**config.mk**
```make
export PLATFORM = sky130hd
export DESIGN_NAME = mem_response_queue
export DESIGN_NICKNAME = d
export VERILOG_FILES = /design/src/mem_pkg.sv /design/src/mem_response_queue.sv
export SDC_FILE = /design/constraint.sdc
export NUM_CORES = 1
export LEC_CHECK = 0
export BUFFER_PORTS_ARGS = -buffer_cell sky130_fd_sc_hd__buf_4
export CORE_ASPECT_RATIO = 1.2
export CORE_UTILIZATION = 59
export CTS_BUF_LIST = sky130_fd_sc_hd__clkbuf_16
export CTS_CLUSTER_DIAMETER = 30
export DETAILED_ROUTE_END_ITERATION = 6
export PLACE_DENSITY = 0.85
export SLEW_MARGIN = 10
export SYNTH_ARGS = -nofsm -noshare
export SYNTH_HDL_FRONTEND = slang
export SYNTH_SLANG_ARGS = --single-unit
```
**constraint.sdc**
```tcl
create_clock -name clk -period 4.9 [get_ports clk]
set_input_delay 0.735 -clock clk [delete_from_list [all_inputs] [get_ports clk]]
set_output_delay 0.735 -clock clk [all_outputs]
set_load 0.05 [all_outputs]
```
**src/mem_pkg.sv**
```systemverilog
package mem_pkg;

    // line memory geometry
    localparam int ADDR_W = 8;
    localparam int DATA_W = 32;
    localparam int LINES  = 1 << ADDR_W;   // 256 lines

    // requester side
    localparam int TAG_W   = 4;     // requester's own transaction tag
    localparam int N_PORTS = 2;
    localparam int PORT_W  = 1;

    // latency and buffering
    localparam int STAGES      = 5;
    localparam int QUEUE_DEPTH = 4;
    localparam int QPTR_W      = $clog2(QUEUE_DEPTH);
    localparam int QCNT_W      = $clog2(QUEUE_DEPTH + 1);   // holds 0..QUEUE_DEPTH

    typedef enum logic {
        OP_READ  = 1'b0,
        OP_WRITE = 1'b1
    } mem_op_e;

    // one request as offered by a requester, 46 bits
    typedef struct packed {
        logic              valid;
        mem_op_e           op;
        logic [ADDR_W-1:0] addr;
        logic [DATA_W-1:0] data;   // write data, ignored for reads
        logic [TAG_W-1:0]  tag;
    } mem_req_t;

    // request after arbitration, tagged with its port
    typedef struct packed {
        mem_req_t          req;
        logic [PORT_W-1:0] port;
    } mem_cmd_t;

    // read result, 38 bits
    typedef struct packed {
        logic              valid;
        logic [DATA_W-1:0] data;
        logic [TAG_W-1:0]  tag;
        logic [PORT_W-1:0] port;   // owner of the result
    } mem_rsp_t;

endpackage

```
**src/mem_response_queue.sv**
```systemverilog
`timescale 1ns/10ps

module mem_response_queue (
    input  logic                        clk,
    input  logic                        rst,
    input  mem_pkg::mem_rsp_t           i_push_rsp,
    input  logic [mem_pkg::N_PORTS-1:0] i_rsp_ack,
    output logic                        o_queue_full,
    output mem_pkg::mem_rsp_t           o_rsp [mem_pkg::N_PORTS]
);
    import mem_pkg::*;

    mem_rsp_t          entry_q [QUEUE_DEPTH];   // result storage
    logic [QPTR_W-1:0] wr_ptr_q;
    logic [QPTR_W-1:0] rd_ptr_q;
    logic [QCNT_W-1:0] count_q;

    mem_rsp_t head;
    logic     not_empty;
    logic     push;
    logic     pop;

    function automatic logic [QPTR_W-1:0] next_ptr(input logic [QPTR_W-1:0] ptr);
        if (ptr == QPTR_W'(QUEUE_DEPTH - 1)) begin
            return '0;
        end
        return ptr + QPTR_W'(1);
    endfunction

    assign head      = entry_q[rd_ptr_q];
    assign not_empty = (count_q != '0);
    assign push      = i_push_rsp.valid;
    assign pop       = not_empty && i_rsp_ack[head.port];   // only the owner can release it

    // a push already on its way takes the last free slot
    assign o_queue_full = (count_q == QCNT_W'(QUEUE_DEPTH)) ||
                          ((count_q == QCNT_W'(QUEUE_DEPTH - 1)) && push);

    // head shows on its own port only, the other port waits
    always_comb begin
        for (int p = 0; p < N_PORTS; p++) begin
            o_rsp[p]       = head;
            o_rsp[p].valid = not_empty && (head.port == PORT_W'(p));
        end
    end

    always_ff @(posedge clk) begin
        if (push) begin
            entry_q[wr_ptr_q] <= i_push_rsp;
        end
    end

    always_ff @(posedge clk or posedge rst) begin
        if (rst) begin
            wr_ptr_q <= '0;
            rd_ptr_q <= '0;
            count_q  <= '0;
        end else begin
            if (push) begin
                wr_ptr_q <= next_ptr(wr_ptr_q);
            end
            if (pop) begin
                rd_ptr_q <= next_ptr(rd_ptr_q);
            end
            // push and pop together leave the count alone
            if (push && !pop) begin
                count_q <= count_q + QCNT_W'(1);
            end else if (pop && !push) begin
                count_q <= count_q - QCNT_W'(1);
            end
        end
    end

endmodule

```
==> flow_summary.yaml, run 1 <==
timing:
  hold_viol_final: 0
  maxSlewViolCount: 0
  finalSetupViolations: 0
  slew_headroom_pct: 33.7
  max_freq_ghz: 0.307
  finalWorstSetupSlack_ns: 1.64
  rsz0062_at_grt: "false"
  post-route-min-period_ns: 3.26
  skew_ns: 0.00674
  worst_slew_pin_slew_ns: 0.995
  finalSetupTns_ns: 0
  timing.final.crit_share_pct: 66.6
logic_synthesis:
  ys_ff_latch: 155
  synthCells: 276
  synth.mux.area_fraction_pct: 14.5
  yosys_warnings: 0
  syn-cell-area_um2: 6060
  synthXorXnorAreaFrac_pct: 0.433
  synth-simple-area-share_pct: 1.14
  avgSynthCellArea_um2: 22.0
  synth.net_count: 325
  synth_compound_area_share_pct: 0.495
  synth_cell_type_count: 24
  synth_fa_ha_area_share_pct: 1.57
  ys_seq_area_share_pct: 76.2
  synth_top_family_by_area: "multiplexers"
worst_setup_path:
  ff2ff_setup_slack_ns: 1.95
  r2r_cells: 7
  rr_endpoint: "count_q[1]"
  crit_path_start_kind: "register"
  crit_required_ns: 4.16
  critPathMaxFanout: 22
  endpoint_kind: "output pin"
  r2r_start: "rd_ptr_q[1]"
  crit_type: "register to output pin"
  cp.arrival_ns: 2.53
die:
  coreArea_um2: 10000
  initial_core_util_pct: 60.6
  fp.dieArea_um2: 10700
  die_x_um: 94.5
  die_h_um: 113
  ioPinCount: 119
  fp-row-count: 40
clocking:
  cts_buffers: 17
  clock_tree.root_cell: "clkbuf_16"
  cts_hold_buf: 0
  htree_levels: 4
  clock_path_buffers: 2
  clock-sinks: 155
  clkTransAtPathRegs_ns: 0.06
  cts_setup_buffers: 0
  cts-resized-gates: 0
  clk_latency_ns: 0.42
  cts_tree: "done"
detailed_routing:
  dr.first_iter.drc_count: 141
  wl_per_cell_um: 19.9
  wl_um: 10100
  post_drt_via_cell_ratio: 5.61
  vias: 2844
  drt_first_pass_iters: 4
  antenna_left: 0
  remaining_drc_errors: 0
global_route:
  grt_max_degree: 40
  overflow: 0
  grt_first_pass_wirelength_um: 15400
  grt_pass1_vias: 2954
  antenna_found_initial: 0
  groute.usage.overall_pct: 20.7
outcome:
  status: "finished clean"
worst_hold_path:
  hold_class: "input port to async pin"
layout:
  layout-drive-gt1-share_pct: 50.4
  nNetsFinal: 418
  layout_commonest_cell: "edfxtp_1"
  layout_common_cells: "edfxtp_1, buf_4, mux4_2"
  diodes: 0
  fillers: 584
  final_area_um2: 7380
  area_growth_pct: 21.8
place:
  placed_area_um2: 6800
  post-place-ws_ns: 1.95
  gp_congestion: 0.680
  port_buffers: 118
  dp_hpwl_um: 6110
flow_run:
  max-cap-violations: 0
[metrics by stage]
| step | utilization [%] | std cells | hold WS, ns |
|---|---|---|---|
| finish | 73.8 | 507 | 0.256 |
| CTS | 73.8 | 507 | 0.252 |
| detailed placement | 68.0 | 476 | 0.588 |
| global route | 73.8 | 507 | 0.257 |
| floorplan | - | 276 | 0.523 |
| global placement | 68.0 | 476 | 0.555 |
[final cells by class]
type / count / area (um2) / share of cell area, %
sequential: 155 / 4620 / 62.6
multi-input combinational: 70 / 1110 / 15.0
clock buffer: 17 / 425 / 5.76
clock inverter: 14 / 156 / 2.12
tap: 126 / 158 / 2.14
timing repair buffer: 119 / 893 / 12.1
inverter: 6 / 22.5 / 0.305
[kinds of logic (layout without fill, tap and decap cells)]
family / count (synthesis) / in the layout
flip-flops: 155 / 155
AO/OA/AOI/OAI: 5 / 5
buffers and inverters: 51 / 156
multiplexers: 41 / 41
XOR/XNOR: 3 / 3
adder cells (fa/ha/maj): 7 / 7
AND/OR/NAND/NOR: 14 / 14
[critical path: stages, from the launching register on]
cell and delay [ns]:
dfrtp_2 0.75, buf_4 0.52, mux4_2 0.61, buf_4 0.22
[cells in the mapped netlist]
cell	instances	area [um2]
and2_1	4	25.0
buf_1	2	7.51
buf_2	3	15.0
buf_4	39	293
clkbuf_1	1	3.75
dfrtp_1	7	175
edfxtp_1	148	4440
fa_1	1	20.0
ha_1	6	75.1
inv_1	6	22.5
mux2_1	2	22.5
mux2_2	1	11.3
mux2i_2	1	13.8
mux4_2	37	833
nand2_1	2	7.51
nand3_1	2	10.0
nor2_1	4	15.0
nor2b_1	1	6.26
nor3_1	1	5.00
o21ai_0	2	10.0
o21ai_1	1	5.00
o31ai_1	2	15.0
xnor2_1	1	8.76
xor2_1	2	17.5
[worst max path at each step]
stage | slack [ns] | cells after the start | endpoint | start
after detailed placement | 1.95 | 7 | count_q[1] | rd_ptr_q[1]
after global placement | 2.03 | 3 | o_rsp[32] | rd_ptr_q[0]
after global routing | 1.46 | 3 | o_rsp[40] | rd_ptr_q[0]
after CTS | 1.55 | 3 | o_rsp[40] | rd_ptr_q[0]
after floorplan | 2.31 | 4 | o_rsp[49] | rd_ptr_q[0]
final | 1.64 | 3 | o_rsp[3] | rd_ptr_q[0]
[layer usage]
metal,track usage [%],part of all wire [%],vias to the layer above
li1,-,-,1260
met1,24.4,39,1469
met2,34.6,55,99
met3,7.53,4.8,16
met4,8.28,1.8,0
met5,0,0,-
[flip-flops by register name, summed over array words and instances, names as in the netlist]
name      cells
entry_q     148
count_q       3
rd_ptr_q      2
wr_ptr_q      2
Power of run 1 is left out: the tool's default activity adds up to more than one toggle a clock period on the data nets, which glitch-free logic cannot reach.
==> run 2, diff against run 1 <==
Settings changed: CORE_UTILIZATION 59 to 49, PLACE_DENSITY 0.85 to 0.75.
Clock period 4.9 ns to 2.7 ns, I/O delays scaled along.
==> run 2 against run 1 <==
Sequential share of layout area shrank 1.1 points. Critical path depth is the same. Routed wire length grew 1.0%. Worst hold slack lost 0.069 ns. Core utilization shrank 11 points. Final cell count grew 8.5%. Register-to-register slack lost 1.6 ns. Global-route usage shrank 3.6 points. First-iteration DRC count shrank 6.4%. Via count is essentially flat. Worst setup slack lost 1.5 ns. Non-clock buffer count grew 9.
==> flow_summary.yaml, run 2 (synthesis gave the netlist of run 1 again) <==
outcome:
  status: "finished clean"
clocking:
  cts_buffers: 17
  clock_path_buffers: 2
  clk_latency_ns: 0.41
  clock_tree.root_cell: "clkbuf_16"
  cts_setup_buffers: 0
  htree_levels: 4
  clock-sinks: 155
  clkTransAtPathRegs_ns: 0.06
  cts_tree: "done"
layout:
  register_area_um2: 4620
  top_register: "entry_q"
  layout_common_cells: "edfxtp_1, buf_4, mux4_2"
  area_growth_pct: 24.0
  layout_commonest_cell: "edfxtp_1"
  multi_input_area_um2: 1110
  diodes: 0
  fillers: 835
  layout-drive-gt1-share_pct: 50.6
  nNetsFinal: 427
  largestRegisters: "entry_q x148, count_q x3"
  largest_register_ff_count: 148
timing:
  maxSlewViolCount: 0
  post-route-min-period_ns: 2.52
  slew_headroom_pct: 54.8
  worst_slew_pin_slew_ns: 0.679
  hold_viol_final: 0
  max_freq_ghz: 0.397
  timing.final.crit_share_pct: 93.4
  finalSetupTns_ns: 0
  skew_ns: 0.00492
  finalSetupViolations: 0
  rsz0062_at_grt: "false"
die:
  fp.dieArea_um2: 12800
  die_h_um: 124
  initial_core_util_pct: 50.3
  fp-row-count: 44
  ioPinCount: 119
  coreArea_um2: 12100
  die_x_um: 104
detailed_routing:
  dr.first_iter.drc_count: 132
  antenna_left: 0
  drt_first_pass_iters: 4
  post_drt_via_cell_ratio: 5.17
  wl_per_cell_um: 18.6
  vias: 2845
  wl_um: 10200
  remaining_drc_errors: 0
global_route:
  grt_max_degree: 40
  grt_first_pass_wirelength_um: 15700
  grt_pass1_vias: 2890
  groute.usage.overall_pct: 17.2
  overflow: 0
  antenna_found_initial: 0
worst_setup_path:
  crit_buf_inv: 2
  crit_path_start_kind: "register"
  crit_type: "register to output pin"
  critPathSlowestCell: "mux4_2"
  r2r_cells: 9
  ff2ff_setup_slack_ns: 0.35
  r2r_start: "rd_ptr_q[0]"
  crit_required_ns: 2.30
  endpoint_kind: "output pin"
  cp.arrival_ns: 2.12
  cp_num_cells: 3
  slowest_delay_ns: 0.63
  rr_endpoint: "count_q[2]"
  cp_cell_sequence: "buf_6 -> mux4_2 -> buf_4"
  crit_family: "buffers and inverters"
  critPathMaxFanout: 39
worst_hold_path:
  whs_endpoint: "entry_q[2][0]"
  hold_class: "input port to register"
  worst_hold_startpoint: "i_push_rsp[0]"
  min_path_cells: 1
place:
  gp_congestion: 0.672
  port_buffers: 118
  dp_hpwl_um: 6490
flow_run:
  max-cap-violations: 0
## run 2: changes by cell type in the layout (fill, tap and decap cells not counted), sizes merged
cell / change
bufinv: +1
buf: +8
dlygate4sd3: +1
clkinvlp: -2
## run 2: timing repair
action,CTS,global route
setup endpoints to repair,54,0
hold endpoints to repair,7,0
resized for setup,1,0
hold buffers,1,0
## run 2: layout make-up
cell class | count | share of cell area, %
clock buffers | 17 | 5.66
well taps | 161 | 2.68
clock inverters | 13 | 2.15
multi-input cells | 70 | 14.7
flip-flops and latches | 155 | 61.5
repair buffers | 128 | 13.0
inverters | 6 | 0.300
## run 2: metal layers
metal / wire [um] / GRT usage (%) / vias up
li1: - / - / 1276
met1: 4120 / 20.8 / 1461
met2: 5390 / 28.8 / 95
met3: 529 / 4.92 / 13
met4: 161 / 8.15 / 0
met5: 0 / 0 / -
## run 2: worst max path at each step
| stage | start | endpoint | slack [ns] |
|---|---|---|---|
| 2_1_floorplan | rd_ptr_q[0] | count_q[1] | 0.26 |
| 3_3_place_gp | rd_ptr_q[0] | o_rsp[62] | 0.40 |
| 3_5_place_dp | rd_ptr_q[0] | count_q[1] | 0.35 |
| 4_1_cts | rd_ptr_q[0] | o_rsp[24] | 0.12 |
| 5_1_grt | rd_ptr_q[0] | o_rsp[24] | 0.06 |
| 6_report | rd_ptr_q[0] | o_rsp[24] | 0.18 |
## run 2: through the flow
stage | util (%) | area, um2 | instances | worst slack [ns] | hold slack (ns)
floorplan | - | 6060 | 276 | 0.258 | 0.208
global placement | 57.4 | 6920 | 519 | 0.399 | 0.361
detailed placement | 57.4 | 6920 | 519 | 0.350 | 0.374
CTS | 62.4 | 7520 | 550 | 0.118 | 0.172
global route | 62.4 | 7520 | 550 | 0.0639 | 0.176
finish | 62.4 | 7520 | 550 | 0.179 | 0.187
Power of run 2 is left out for the same reason.
==> run 3, diff against run 2 <==
--- a/constraint.sdc
+++ b/constraint.sdc
@@ -3,2 +3,2 @@
 set_output_delay 0.405 -clock clk [all_outputs]
-set_load 0.05 [all_outputs]
+set_load 0.02 [all_outputs]
==> run 3 against run 2 <==
Final cell count fell by 0.18%. Die area unchanged. First-iteration DRC count rose by 11%. Critical path depth unchanged. Non-clock buffer count decreased by 3. Global-route usage down 0.10 points. Register-to-register slack got worse by 0.05 ns. Via count shrank 1.3%. Sequential share of layout area stayed put. Worst setup slack better by 0.058 ns. Core utilization did not move. Largest cell class unchanged.
==> flow_summary.yaml, run 3 (synthesis gave the netlist of run 1 again) <==
outcome:
  status: "finished clean"
flow_run:
  max-cap-violations: 0
place:
  port_buffers: 118
  placed_area_um2: 6930
  dp_hpwl_um: 6340
  gp_congestion: 0.749
timing:
  whs_ns: 0.196
  finalSetupTns_ns: 0
  worst_slew_pin_slew_ns: 0.551
  rsz0062_at_grt: "false"
  timing.final.crit_share_pct: 91.2
  skew_ns: 0.00991
  post-route-min-period_ns: 2.46
  hold_viol_final: 0
  max_freq_ghz: 0.406
  finalSetupViolations: 0
  maxSlewViolCount: 0
  slew_headroom_pct: 63.3
global_route:
  overflow: 0
  grt_first_pass_wirelength_um: 15500
  grt_pass1_vias: 2894
  grt_max_degree: 40
  antenna_found_initial: 0
  groute.usage.overall_pct: 17.1
die:
  die_h_um: 124
  initial_core_util_pct: 50.3
  fp.dieArea_um2: 12800
  fp-row-count: 44
  coreArea_um2: 12100
  ioPinCount: 119
  die_x_um: 104
worst_setup_path:
  crit_path_start_kind: "register"
  critPathMaxFanout: 39
  crit_required_ns: 2.30
  cp.arrival_ns: 2.06
  endpoint_kind: "output pin"
  crit_type: "register to output pin"
clocking:
  clock-sinks: 155
  clk_latency_ns: 0.41
  clkTransAtPathRegs_ns: 0.06
  clock_path_buffers: 2
  htree_levels: 4
  cts_setup_buffers: 0
  clock_tree.root_cell: "clkbuf_16"
  cts_buffers: 17
  cts_tree: "done"
detailed_routing:
  drt_first_pass_iters: 6
  post_drt_via_cell_ratio: 5.11
  wl_per_cell_um: 19.0
  remaining_drc_errors: 0
  dr.first_iter.drc_count: 146
  wl_um: 10400
  vias: 2808
  antenna_left: 0
layout:
  layout_common_cells: "edfxtp_1, buf_4, mux4_2"
  final_core_util_pct: 62.4
  nNetsFinal: 424
  layout_commonest_cell: "edfxtp_1"
  final_area_um2: 7520
  largest_register_ff_count: 148
  register_area_um2: 4620
  largestRegisters: "entry_q x148, count_q x3"
  fillers: 823
  area_growth_pct: 24.0
  multi_input_area_um2: 1110
  layout-drive-gt1-share_pct: 49.5
  top_register: "entry_q"
  diodes: 0
power:
  p_per_area_nw_per_um2: 1240
  irDropWorstVdd_mv: 0.705
  leakagePower_nw: 2.72
worst_hold_path:
  hold_class: "input port to register"
## run 3: cell count changes in the layout (fill, tap and decap cells not counted)
cell        change
clkinv_1        +2
clkinvlp_4      +2
clkinv_2        -3
buf_12          +3
buf_4           -6
bufinv_16       -1
inv_1           +2
## run 3: where the power goes
group          switching (mW)  total, mW  internal (mW)
registers               0.141       3.24           3.10
clock network           0.837       2.26           1.42
logic                    2.13       3.82           1.69
## run 3: worst paths after layout
path	cells past startpoint	slack, ns	from	endpoint
min	1	0.20	i_push_rsp[9]	entry_q[3][9]
max in group asynchronous	3	1.96	rst	rd_ptr_q[0]
max reg2reg	7	0.30	rd_ptr_q[0]	count_q[1]
min reg2reg	1	0.58	count_q[2]	count_q[2]
max	3	0.24	rd_ptr_q[0]	o_rsp[24]
min in group asynchronous	3	0.49	rst	wr_ptr_q[0]
## run 3: routing by layer
metal	vias to the layer above	global-route usage (%)	part of all wire (%)
li1	1271	-	-
met3	8	5.44	4.0
met4	0	7.52	0.85
met1	1455	20.2	41
met2	74	29.0	54
met5	-	0	0
## run 3: cell type report
type | instances | share of cell area (%)
well taps | 161 | 2.68
inverters | 6 | 0.300
repair buffers | 125 | 13.2
multi-input cells | 70 | 14.7
clock inverters | 15 | 1.95
flip-flops and latches | 155 | 61.5
clock buffers | 17 | 5.66
## run 3: stage by stage
| step | power (mW) | instances | worst slack (ns) |
|---|---|---|---|
| after floorplan | 6.05 | 276 | 0.355 |
| after global placement | 7.06 | 516 | 0.398 |
| after detailed placement | 7.15 | 516 | 0.329 |
| after CTS | 9.43 | 549 | 0.175 |
| after global routing | 9.71 | 549 | 0.0972 |
| final | 9.32 | 549 | 0.237 |
## run 3: worst max-delay path, stage by stage (launching register included)
cell and delay (ns):
dfrtp_2 0.37, buf_6 0.46, mux4_2 0.63, buf_4 0.19
## run 3: timing repair
item | in CTS | in global routing
setup endpoints to repair | 2 | 0
hold buffers | 1 | 0
endpoints found under the hold margin | 7 | 0
resized for setup | 1 | 0
Power figures use the tool's default switching activity.
