===== src/mem_pkg.sv =====
package mem_pkg;

    // line memory geometry
    localparam int ADDR_W = 8;
    localparam int DATA_W = 32;
    localparam int LINES  = 1 << ADDR_W;   // 256 lines

    // requester side
    localparam int TAG_W   = 4;     // requester's own transaction tag
    localparam int N_PORTS = 2;
    localparam int PORT_W  = 1;

    // latency and buffering
    localparam int STAGES      = 5;
    localparam int QUEUE_DEPTH = 4;
    localparam int QPTR_W      = $clog2(QUEUE_DEPTH);
    localparam int QCNT_W      = $clog2(QUEUE_DEPTH + 1);   // holds 0..QUEUE_DEPTH

    typedef enum logic {
        OP_READ  = 1'b0,
        OP_WRITE = 1'b1
    } mem_op_e;

    // one request as offered by a requester, 46 bits
    typedef struct packed {
        logic              valid;
        mem_op_e           op;
        logic [ADDR_W-1:0] addr;
        logic [DATA_W-1:0] data;   // write data, ignored for reads
        logic [TAG_W-1:0]  tag;
    } mem_req_t;

    // request after arbitration, tagged with its port
    typedef struct packed {
        mem_req_t          req;
        logic [PORT_W-1:0] port;
    } mem_cmd_t;

    // read result, 38 bits
    typedef struct packed {
        logic              valid;
        logic [DATA_W-1:0] data;
        logic [TAG_W-1:0]  tag;
        logic [PORT_W-1:0] port;   // owner of the result
    } mem_rsp_t;

endpackage


===== src/mem_request_arbiter.sv =====
`timescale 1ns/10ps

module mem_request_arbiter (
    input  logic                        clk,
    input  logic                        rst,
    input  mem_pkg::mem_req_t           i_req [mem_pkg::N_PORTS],
    input  logic                        i_stall,
    output logic [mem_pkg::N_PORTS-1:0] o_req_ready,
    output mem_pkg::mem_cmd_t           o_cmd
);
    import mem_pkg::*;

    logic [N_PORTS-1:0] req_vld;
    logic [PORT_W-1:0]  last_q;    // port granted most recently
    logic [PORT_W-1:0]  pick;      // candidate winner this cycle
    logic               grant;

    always_comb begin
        for (int p = 0; p < N_PORTS; p++) begin
            req_vld[p] = i_req[p].valid;
        end
    end

    // round robin between the two ports
    // on a conflict the port not served last wins
    always_comb begin
        if (&req_vld) begin
            pick = ~last_q;
        end else if (req_vld[1]) begin
            pick = PORT_W'(1);
        end else begin
            pick = PORT_W'(0);
        end
    end

    // nothing goes out during reset or while the pipeline is frozen
    assign grant = (|req_vld) && !i_stall && !rst;

    always_comb begin
        for (int p = 0; p < N_PORTS; p++) begin
            o_req_ready[p] = grant && (pick == PORT_W'(p));
        end
    end

    // command to stage 0, valid only when granted
    always_comb begin
        o_cmd.req       = i_req[pick];
        o_cmd.req.valid = grant;
        o_cmd.port      = pick;
    end

    // reset to port 1 so port 0 wins the first conflict
    always_ff @(posedge clk or posedge rst) begin
        if (rst) begin
            last_q <= PORT_W'(1);
        end else if (grant) begin
            last_q <= pick;
        end
    end

endmodule


===== config.mk =====
export PLATFORM = sky130hd
export DESIGN_NAME = mem_request_arbiter
export DESIGN_NICKNAME = d
export VERILOG_FILES = /design/src/mem_pkg.sv /design/src/mem_request_arbiter.sv
export SDC_FILE = /design/constraint.sdc
export NUM_CORES = 1
export LEC_CHECK = 0
export BUFFER_PORTS_ARGS = -buffer_cell sky130_fd_sc_hd__buf_2
export CAP_MARGIN = 20
export CORE_MARGIN = 4
export CORE_UTILIZATION = 29
export CTS_CLUSTER_DIAMETER = 150
export DETAILED_ROUTE_END_ITERATION = 7
export GPL_TIMING_DRIVEN = 0
export HOLD_SLACK_MARGIN = 0.05
export PLACE_DENSITY = 0.87
export REMOVE_ABC_BUFFERS = 1
export SETUP_SLACK_MARGIN = 0.05
export SYNTH_ARGS = -nofsm -noshare
export SYNTH_HDL_FRONTEND = slang
export SYNTH_SLANG_ARGS = --single-unit

===== constraint.sdc =====
create_clock -name clk -period 3 [get_ports clk]
set_input_delay 0 -clock clk [delete_from_list [all_inputs] [get_ports clk]]
set_output_delay 0 -clock clk [all_outputs]
set_load 0.01 [all_outputs]

==> insert_results.sql, run 1 <==
INSERT INTO impl_metrics (metric_group, metric, value, unit) VALUES
('critical_path', 'worstSetupPathType', 'flop to output port', ''),
('clock_tree', 'worst_setup_hold_path_clk_slew', '0', 'ns'),
('sta', 'fmax', '530', 'MHz'),
('sta', 'worst_slew_margin_rel', '39.1', '%'),
('sta', 'total_setup_violations_reported_at_the_end_of_the_flow', '0', ''),
('critical_path', 'timing.rr.start', 'last_q', ''),
('synth', 'yosysSeqAreaShare', '3.27', '%'),
('critical_path', 'critical-path-slowest-cell', 'sky130_fd_sc_hd__a21boi_4', ''),
('floorplanning', 'floorplan.die_area', '3680', 'µm²'),
('clock_tree', 'cts_resized', '0', ''),
('critical_path', 'r2r_end', 'last_q', ''),
('hold_path', 'hold_wc_startpoint', 'i_stall', ''),
('pwr', 'power_frac_clock', '0', '%'),
('critical_path', 'worstPathCellList', 'a21boi_4 -> buf_12 -> mux2_2 -> buf_2', ''),
('routing', 'drt_drc_violations_left', '0', ''),
('routing', 'dr.pass1.iters', '3', ''),
('sta', 'finalWorstSetupSlack', '1.11', 'ns'),
('floorplanning', 'placement_rows', '18', ''),
('cells_and_area', 'largest_reg_flops', '1', ''),
('placed_design', 'port_buffers', '143', ''),
('cells_and_area', 'layout-area-overhead-vs-synth', '86.6', '%'),
('synth', 'syn-instance-count', '63', ''),
('sta', 'grt_setup_unrepaired', 'false', ''),
('sta', 'setup-tns-final', '0', 'ns'),
('routing', 'routed_wl', '3030', 'µm'),
('placed_design', 'post-place-cells', '230', ''),
('pwr', 'switching_share', '38.3', '%'),
('sta', 'fin_worst_skew', '0', 'ns'),
('routing', 'antenna_violating_nets_left', '0', ''),
('cells_and_area', 'layoutNonFillerInstCount', '231', ''),
('job', 'drv_cap', '0', ''),
('global_routing', 'grt_pass1_wl', '3980', 'µm'),
('critical_path', 'max_stage_delay', '0.72', 'ns'),
('hold_path', 'hold-path-endpoint', 'o_req_ready[1]', ''),
('hold_path', 'hp-class', 'primary input to output port', ''),
('placed_design', 'gp_congestion', '0.747', ''),
('pwr', 'static_leakage', '0.921', 'nW'),
('floorplanning', 'floorplan.initialDensity', '31.3', '%'),
('synth', 'synth.cell_area', '805', 'µm²'),
('clock_tree', 'clock_insertion_delay_worst_skew', '0', 'ns'),
('cells_and_area', 'nFillCells', '250', ''),
('placed_design', 'dpl.hpwl', '2770', 'µm'),
('pwr', 'design_internal_power', '0.211', 'mW'),
('critical_path', 'critical_path_arrival', '1.89', 'ns'),
('pwr', 'switchingPower', '0.131', 'mW'),
('cells_and_area', 'num-nets-final', '298', ''),
('clock_tree', 'postCtsSetupBuffers', '0', ''),
('global_routing', 'total_routing_resource_utilization_after_global_routing', '13.5', '%'),
('status', 'run_status', 'completed', ''),
('global_routing', 'overflow', '0', ''),
('floorplanning', 'core_area', '2570', 'µm²'),
('routing', 'detailroute.via_count', '1042', ''),
('cells_and_area', 'final_common_cell', 'sky130_fd_sc_hd__buf_2', ''),
('critical_path', 'timing.critical_path.fanout_max', '25', ''),
('floorplanning', 'die_x', '60.7', 'µm'),
('global_routing', 'largest_net_degree_at_the_start_of_global_routing', '26', ''),
('cells_and_area', 'n_antenna_cell', '0', ''),
('sta', 'worst-slew-pin-transition', '0.911', 'ns'),
('synth', 'synth.ff_latch_count', '1', ''),
('cells_and_area', 'final_layout_size_suffix_gt1_share', '95.5', '%'),
('pwr', 'seq_power_share', '7.2', '%'),
('pwr', 'total_power_divided_by_cell_area', '227', 'nW/µm²'),
('routing', 'drt-initial-drc-count', '21', ''),
('synth', 'syn_area_per_cell', '12.8', 'µm²'),
('sta', 'fin_hold_ws', '0.288', 'ns'),
('critical_path', 'timing.critical_path.to_type', 'output port', ''),
('floorplanning', 'design.portCount', '144', ''),
('cells_and_area', 'top_regs', 'last_q x1', ''),
('pwr', 'power_frac_comb', '92.8', '%'),
('critical_path', 'critPathRequiredTime', '3.00', 'ns'),
('hold_path', 'hold_depth', '3', '');
## cells by family after synthesis
family / synth area share (%)
flip-flops: 3.27
buffers and inverters: 12.6
AO/OA/AOI/OAI: 2.95
AND/OR/NAND/NOR: 4.20
multiplexers: 77.0
## what timing repair did
action / 4_1_cts / 5_1_grt
hold buffers: 1 / 0
setup endpoints to repair: 0 / 0
endpoints found under the hold margin: 1 / 0
## synth_stat cells
library cell	instances	share of area, %
sky130_fd_sc_hd__nor3_1	1	0.62
sky130_fd_sc_hd__nor2_1	1	0.47
sky130_fd_sc_hd__a21oi_1	1	0.62
sky130_fd_sc_hd__a21boi_2	1	1.4
sky130_fd_sc_hd__nor4b_1	1	1.1
sky130_fd_sc_hd__mux2_2	15	21
sky130_fd_sc_hd__a21o_1	1	0.93
sky130_fd_sc_hd__nor3b_1	1	0.93
sky130_fd_sc_hd__mux2_4	30	56
sky130_fd_sc_hd__dfstp_2	1	3.3
sky130_fd_sc_hd__buf_12	3	7.5
sky130_fd_sc_hd__buf_6	1	1.4
sky130_fd_sc_hd__buf_4	3	2.8
sky130_fd_sc_hd__inv_1	2	0.93
sky130_fd_sc_hd__or3b_2	1	1.1
## through the flow
stage	total power, mW	utilization (%)	area [µm²]
6_report	0.341	58.5	1500
5_1_grt	0.368	58.5	1500
4_1_cts	0.346	58.5	1500
3_5_place_dp	0.345	58.1	1490
3_3_place_gp	0.340	57.0	1460
2_1_floorplan	0.212	-	711
## worst max path at each step
stage	end	slack, ns	cells past startpoint
4_1_cts	o_cmd[5]	1.09	4
3_5_place_dp	o_cmd[5]	1.08	4
5_1_grt	o_cmd[5]	1.02	4
2_1_floorplan	o_cmd[1]	0.26	2
6_report	o_cmd[5]	1.11	4
3_3_place_gp	o_cmd[45]	-0.19	3
## power groups by stage
stage                     clock network (mW)  logic, mW  registers (mW)
after CTS                                  0      0.322          0.0247
after global routing                       0      0.342          0.0257
after detailed placement                   0      0.320          0.0247
after global placement                     0      0.317          0.0230
after floorplan                            0      0.189          0.0225
final                                      0      0.317          0.0245
## layout make-up
cell class	instances	area (µm²)	area share [%]
inverter	2	7.51	0.500
multi-input combinational	53	684	45.6
sequential	1	26.3	1.75
tap	30	37.5	2.50
timing repair buffer	145	746	49.7
## layer usage
layer  GRT usage, %  routed length [µm]
met2           30.5                1750
met3           2.77                 497
met1           12.6                 785
met5              0                   0
met4              0                   0
## worst reg2reg max path: cells and delay by family (launching register included)
family | cells | cell delay, ns
compound gates | 1 | 0.13
simple gates | 1 | 0.31
flops | 1 | 0.37
Power figures use the tool's default switching activity.
==> run 2, diff against run 1 <==
Settings changed: CORE_UTILIZATION 29 to 27, PLACE_DENSITY 0.87 to 0.82.
Clock period 3 ns to 1.8 ns, I/O delays scaled along.
==> insert_results.sql, run 2 (same netlist as run 1, synthesis figures left out) <==
INSERT INTO impl_metrics (metric_group, metric, value, unit) VALUES
('status', 'run_status', 'completed', ''),
('placed_design', 'instance_area_after_placement', '1490', 'µm²'),
('global_routing', 'via_count_of_the_first_global_routing_pass', '1118', ''),
('cells_and_area', 'top_regs', 'last_q x1', ''),
('sta', 'fmax', '635', 'MHz'),
('critical_path', 'timing.critical_path.fanout_max', '24', ''),
('sta', 'total_setup_violations_reported_at_the_end_of_the_flow', '0', ''),
('pwr', 'switching_share', '38.9', '%'),
('pwr', 'switchingPower', '0.225', 'mW'),
('floorplanning', 'placement_rows', '19', ''),
('sta', 'finalWorstPathRequiredPeriod', '1.57', 'ns'),
('critical_path', 'critPathRequiredTime', '1.80', 'ns'),
('hold_path', 'hold_depth', '3', ''),
('cells_and_area', 'layout-area-overhead-vs-synth', '88.2', '%'),
('pwr', 'power.total', '0.579', 'mW'),
('routing', 'routed_wl', '3190', 'µm'),
('sta', 'fin_worst_skew', '0', 'ns'),
('sta', 'worst_slew_margin_rel', '40.8', '%'),
('routing', 'wl_per_cell', '13.7', 'µm'),
('routing', 'antenna_violating_nets_left', '0', ''),
('sta', 'grt_setup_unrepaired', 'false', ''),
('cells_and_area', 'most-common-layout-cells', 'sky130_fd_sc_hd__buf_2 (143), sky130_fd_sc_hd__mux2_4 (30), sky130_fd_sc_hd__mux2_2 (15), sky130_fd_sc_hd__inv_1 (2)', ''),
('clock_tree', 'postCtsSetupBuffers', '0', ''),
('critical_path', 'critical_path_startpoint_category', 'flop', ''),
('critical_path', 'r2r_end', 'last_q', ''),
('critical_path', 'max_stage_delay', '0.42', 'ns'),
('global_routing', 'antenna_found_initial', '0', ''),
('pwr', 'total_power_divided_by_cell_area', '382', 'nW/µm²'),
('pwr', 'peakVddDrop', '0.000351', 'V'),
('routing', 'drt-initial-drc-count', '10', ''),
('critical_path', 'timing.critical_path.buf_inv', '2', ''),
('cells_and_area', 'n_antenna_cell', '0', ''),
('pwr', 'power_frac_clock', '0', '%'),
('hold_path', 'hold_wc_startpoint', 'i_stall', ''),
('routing', 'dr.pass1.iters', '2', ''),
('global_routing', 'largest_net_degree_at_the_start_of_global_routing', '25', ''),
('cells_and_area', 'finalInstanceArea', '1510', 'µm²'),
('sta', 'post-route-period-util', '87.5', '%'),
('critical_path', 'worstSetupPathType', 'flop to output port', ''),
('routing', 'drt_drc_violations_left', '0', ''),
('critical_path', 'critical-path-slowest-cell', 'sky130_fd_sc_hd__a21boi_4', ''),
('placed_design', 'gp_congestion', '0.673', ''),
('floorplanning', 'die_h', '62.6', 'µm'),
('critical_path', 'r2r.worst_path.cells', '2', ''),
('sta', 'final-max-slew-violation-count', '0', ''),
('floorplanning', 'design.portCount', '144', ''),
('global_routing', 'overflow', '0', ''),
('cells_and_area', 'final_util', '54.0', '%'),
('hold_path', 'hold-path-endpoint', 'o_cmd[46]', ''),
('routing', 'detailroute.via_count', '1047', ''),
('pwr', 'seq_power_share', '7.9', '%'),
('cells_and_area', 'num-nets-final', '299', ''),
('clock_tree', 'worst_setup_hold_path_clk_slew', '0', 'ns'),
('cells_and_area', 'final_common_cell', 'sky130_fd_sc_hd__buf_2', ''),
('cells_and_area', 'largest_reg_flops', '1', ''),
('cells_and_area', 'regMostFlops', 'last_q', ''),
('pwr', 'power_frac_comb', '92.1', '%'),
('cells_and_area', 'final_layout_size_suffix_gt1_share', '95.5', '%'),
('sta', 'hold_violations', '0', ''),
('pwr', 'static_leakage', '0.925', 'nW'),
('critical_path', 'timing.rr.start', 'last_q', ''),
('pwr', 'design_internal_power', '0.353', 'mW'),
('floorplanning', 'die_x', '62.6', 'µm'),
('global_routing', 'total_routing_resource_utilization_after_global_routing', '15.4', '%'),
('critical_path', 'critical_path_arrival', '1.57', 'ns'),
('placed_design', 'dpl.hpwl', '2740', 'µm'),
('global_routing', 'grt_pass1_wl', '5150', 'µm'),
('critical_path', 'reg2reg_setup_slack', '0.90', 'ns'),
('critical_path', 'timing.critical_path.to_type', 'output port', ''),
('routing', 'post_drt_via_cell_ratio', '4.49', ''),
('job', 'drv_cap', '0', ''),
('placed_design', 'port_buffers', '143', ''),
('floorplanning', 'floorplan.die_area', '3920', 'µm²'),
('sta', 'worst-slew-pin-transition', '0.883', 'ns'),
('floorplanning', 'core_area', '2810', 'µm²'),
('floorplanning', 'floorplan.initialDensity', '28.7', '%'),
('clock_tree', 'clock_insertion_delay_worst_skew', '0', 'ns'),
('critical_path', 'timing.critical_path.max_delay_family', 'compound AO/OA/AOI/OAI gates', ''),
('hold_path', 'hp-class', 'primary input to output port', ''),
('cells_and_area', 'nFillCells', '281', ''),
('critical_path', 'worstPathCellList', 'a21boi_4 -> buf_12 -> mux2_2 -> buf_2', '');
==> run 2: cell types whose count changed in the layout (fill, tap and decap cells not counted) <==
cell                       before  now
sky130_fd_sc_hd__a21boi_2       0    1
==> run 2: how the worst max path moves through the flow <==
stage,startpoint,endpoint,slack (ns),cells past startpoint
finish,last_q,o_cmd[1],0.23,4
detailed placement,last_q,o_cmd[1],-0.14,4
CTS,last_q,o_cmd[1],0.20,4
floorplan,last_q,o_cmd[1],-0.94,2
global route,last_q,o_cmd[1],0.14,4
global placement,last_q,o_cmd[1],-1.39,3
==> run 2: layout make-up <==
type	instances	area (µm²)	area share, %
Timing Repair Buffer	145	746	49.3
Multi-Input combinational cell	54	696	46.0
Tap cell	31	38.8	2.56
Sequential cell	1	26.3	1.74
Inverter	2	7.51	0.496
==> run 2: power groups by stage <==
stage / clock (mW) / combinational (mW) / sequential [mW]
CTS: 0 / 0.542 / 0.0473
global route: 0 / 0.578 / 0.0476
floorplan: 0 / 0.315 / 0.0375
detailed placement: 0 / 0.533 / 0.0406
finish: 0 / 0.533 / 0.0455
global placement: 0 / 0.532 / 0.0385
==> run 2: worst min-delay path: cells and delay by family <==
kind / cells / cell delay, ns
buffers and inverters: 2 / 0.24
and+or+nand+nor: 1 / 0.05
==> run 2: stage by stage <==
step	setup slack (ns)	TNS, ns	std cells	hold slack [ns]
3_3_place_gp	-1.39	-63.31	230	0.0341
6_report	0.225	0	233	0.289
4_1_cts	0.195	0	233	0.292
2_1_floorplan	-0.937	-41.75	56	-0.110
5_1_grt	0.141	0	233	0.311
3_5_place_dp	-0.139	-2.28	231	0.0417
==> run 2: what timing repair did <==
action / 4_1_cts / 5_1_grt
hold buffers: 1 / 0
endpoints found under the setup margin: 23 / 0
gates resized for setup: 0 / 0
hold endpoints to repair: 1 / 0
==> run 2: metal layers <==
layer	share of wire [%]	global-route usage (%)	routed length, µm
met1	33	16.7	1060
met2	53	30.4	1700
met3	13	4.86	425
met4	0	0	0
met5	0	0	0
==> run 3, diff against run 2 <==
Settings changed: CELL_PAD_IN_SITES_DETAIL_PLACEMENT set to 1, CELL_PAD_IN_SITES_GLOBAL_PLACEMENT set to 2, CORE_UTILIZATION 27 to 11, PLACE_DENSITY 0.82 to 0.8.
==> insert_results.sql, run 3 (same netlist as run 1, synthesis figures left out) <==
INSERT INTO impl_metrics (metric_group, metric, value, unit) VALUES
('cells_and_area', 'layout-area-overhead-vs-synth', '100', '%'),
('routing', 'wl_per_cell', '11.8', 'µm'),
('sta', 'worst_slew_margin_rel', '77.0', '%'),
('cells_and_area', 'largest_reg_flops', '1', ''),
('pwr', 'power_frac_clock', '0', '%'),
('cells_and_area', 'final_common_cell', 'sky130_fd_sc_hd__buf_2', ''),
('critical_path', 'max_stage_delay', '0.37', 'ns'),
('global_routing', 'overflow', '0', ''),
('routing', 'post_drt_via_cell_ratio', '3.64', ''),
('cells_and_area', 'most-common-layout-cells', 'sky130_fd_sc_hd__buf_2 (143), sky130_fd_sc_hd__mux2_4 (30), sky130_fd_sc_hd__mux2_2 (15), sky130_fd_sc_hd__inv_1 (2)', ''),
('floorplanning', 'die_x', '93.5', 'µm'),
('global_routing', 'grt_pass1_wl', '5060', 'µm'),
('critical_path', 'reg2reg_setup_slack', '0.92', 'ns'),
('hold_path', 'hp-class', 'primary input to output port', ''),
('routing', 'drt_drc_violations_left', '0', ''),
('critical_path', 'critical-path-slowest-cell', 'sky130_fd_sc_hd__dfstp_2', ''),
('clock_tree', 'cts_hold_fix_bufs', '1', ''),
('hold_path', 'hold_depth', '3', ''),
('placed_design', 'gp_congestion', '0.717', ''),
('pwr', 'seq_power_share', '7.0', '%'),
('pwr', 'switchingPower', '0.224', 'mW'),
('clock_tree', 'clock_insertion_delay_worst_skew', '0', 'ns'),
('critical_path', 'r2r.worst_path.cells', '2', ''),
('status', 'run_status', 'completed', ''),
('sta', 'finalWorstSetupSlack', '0.360', 'ns'),
('sta', 'finalWorstPathRequiredPeriod', '1.44', 'ns'),
('critical_path', 'critPathRequiredTime', '1.80', 'ns'),
('floorplanning', 'floorplan.die_area', '8750', 'µm²'),
('sta', 'final-max-slew-violation-count', '0', ''),
('global_routing', 'total_routing_resource_utilization_after_global_routing', '6.79', '%'),
('critical_path', 'r2r_end', 'last_q', ''),
('pwr', 'total_power_divided_by_cell_area', '365', 'nW/µm²'),
('pwr', 'static_leakage', '0.934', 'nW'),
('pwr', 'peakVddDrop', '0.0000847', 'V'),
('cells_and_area', 'n_antenna_cell', '0', ''),
('sta', 'hold_violations', '0', ''),
('floorplanning', 'floorplan.initialDensity', '11.6', '%'),
('clock_tree', 'postCtsSetupBuffers', '0', ''),
('floorplanning', 'placement_rows', '30', ''),
('job', 'drv_cap', '0', ''),
('floorplanning', 'die_h', '93.5', 'µm'),
('placed_design', 'place_worst_setup_slack', '0.340', 'ns'),
('critical_path', 'worstSetupPathType', 'flop to output port', ''),
('cells_and_area', 'top_regs', 'last_q x1', ''),
('floorplanning', 'design.portCount', '144', ''),
('hold_path', 'hold-path-endpoint', 'o_cmd[46]', ''),
('sta', 'total_setup_violations_reported_at_the_end_of_the_flow', '0', ''),
('hold_path', 'hold_wc_startpoint', 'i_stall', ''),
('critical_path', 'timing.critical_path.to_type', 'output port', ''),
('global_routing', 'antenna_found_initial', '0', ''),
('critical_path', 'critical_path_startpoint_category', 'flop', ''),
('clock_tree', 'worst_setup_hold_path_clk_slew', '0', 'ns'),
('critical_path', 'timing.critical_path.max_delay_family', 'buffers and inverters', ''),
('critical_path', 'critical_path_arrival', '1.44', 'ns'),
('global_routing', 'largest_net_degree_at_the_start_of_global_routing', '24', ''),
('pwr', 'power_frac_comb', '93.0', '%'),
('cells_and_area', 'num-nets-final', '299', ''),
('routing', 'dr.pass1.iters', '2', ''),
('cells_and_area', 'regMostFlops', 'last_q', ''),
('routing', 'drt-initial-drc-count', '3', ''),
('routing', 'routed_wl', '3530', 'µm'),
('sta', 'fmax', '695', 'MHz'),
('sta', 'post-route-period-util', '80.0', '%'),
('sta', 'worst-slew-pin-transition', '0.344', 'ns'),
('global_routing', 'via_count_of_the_first_global_routing_pass', '1085', ''),
('critical_path', 'timing.critical_path.fanout_max', '23', ''),
('floorplanning', 'core_area', '6940', 'µm²'),
('critical_path', 'timing.rr.start', 'last_q', ''),
('pwr', 'design_internal_power', '0.363', 'mW'),
('placed_design', 'dpl.hpwl', '3330', 'µm'),
('sta', 'grt_setup_unrepaired', 'false', ''),
('pwr', 'power.total', '0.587', 'mW'),
('critical_path', 'worstPathCellList', 'a21boi_4 -> buf_12 -> mux2_2 -> buf_2', ''),
('pwr', 'switching_share', '38.2', '%'),
('routing', 'detailroute.via_count', '1085', ''),
('cells_and_area', 'final_layout_size_suffix_gt1_share', '95.5', '%'),
('placed_design', 'port_buffers', '143', ''),
('critical_path', 'timing.critical_path.buf_inv', '2', ''),
('sta', 'fin_worst_skew', '0', 'ns'),
('cells_and_area', 'nFillCells', '867', ''),
('routing', 'antenna_violating_nets_left', '0', ''),
('clock_tree', 'cts_resized', '0', '');
## run 3: worst max path at each step
| stage | startpoint | cells past startpoint | slack, ns | endpoint |
|---|---|---|---|---|
| 3_3_place_gp | last_q | 3 | -1.56 | o_cmd[44] |
| 6_report | last_q | 4 | 0.36 | o_cmd[44] |
| 4_1_cts | last_q | 4 | 0.34 | o_cmd[44] |
| 2_1_floorplan | last_q | 2 | -0.94 | o_cmd[1] |
| 5_1_grt | last_q | 4 | 0.30 | o_cmd[42] |
| 3_5_place_dp | last_q | 4 | 0.34 | o_cmd[44] |
## run 3: worst reg2reg max path: cells and delay by family, from the launching register on
kind               cells  cell delay, ns
and+or+nand+nor        1            0.33
DFF                    1            0.37
AOI/OAI and AO/OA      1            0.12
## run 3: area by class of cell
class                   instances  area (µm²)  share of cell area, %
repair buffers                146         773                   48.0
flip-flops and latches          1        26.3                   1.63
well taps                      96         120                   7.45
multi-input cells              53         684                   42.5
inverters                       2        7.51                  0.466
## run 3: power by group through the flow
stage | combinational (mW) | sequential [mW] | clock, mW
after floorplan | 0.315 | 0.0375 | 0
after global placement | 0.542 | 0.0385 | 0
after detailed placement | 0.556 | 0.0410 | 0
after CTS | 0.559 | 0.0412 | 0
after global routing | 0.589 | 0.0422 | 0
final | 0.546 | 0.0410 | 0
## run 3: per-stage QoR
step	hold WS, ns	cells	TNS, ns	util, %	cell area, µm²
finish	0.300	298	0	23.2	1610
global route	0.313	298	0	23.2	1610
CTS	0.300	298	0	23.2	1610
detailed placement	0.0405	297	0	23.1	1600
global placement	0.0373	295	-71.39	22.3	1550
floorplan	-0.110	56	-41.75	-	711
## run 3: layer usage
layer	global-route usage [%]	part of all wire (%)	vias up
met1	6.33	31	496
li1	-	-	511
met5	0	0	-
met4	0	0	0
met2	14.8	53	78
met3	2.09	15	0
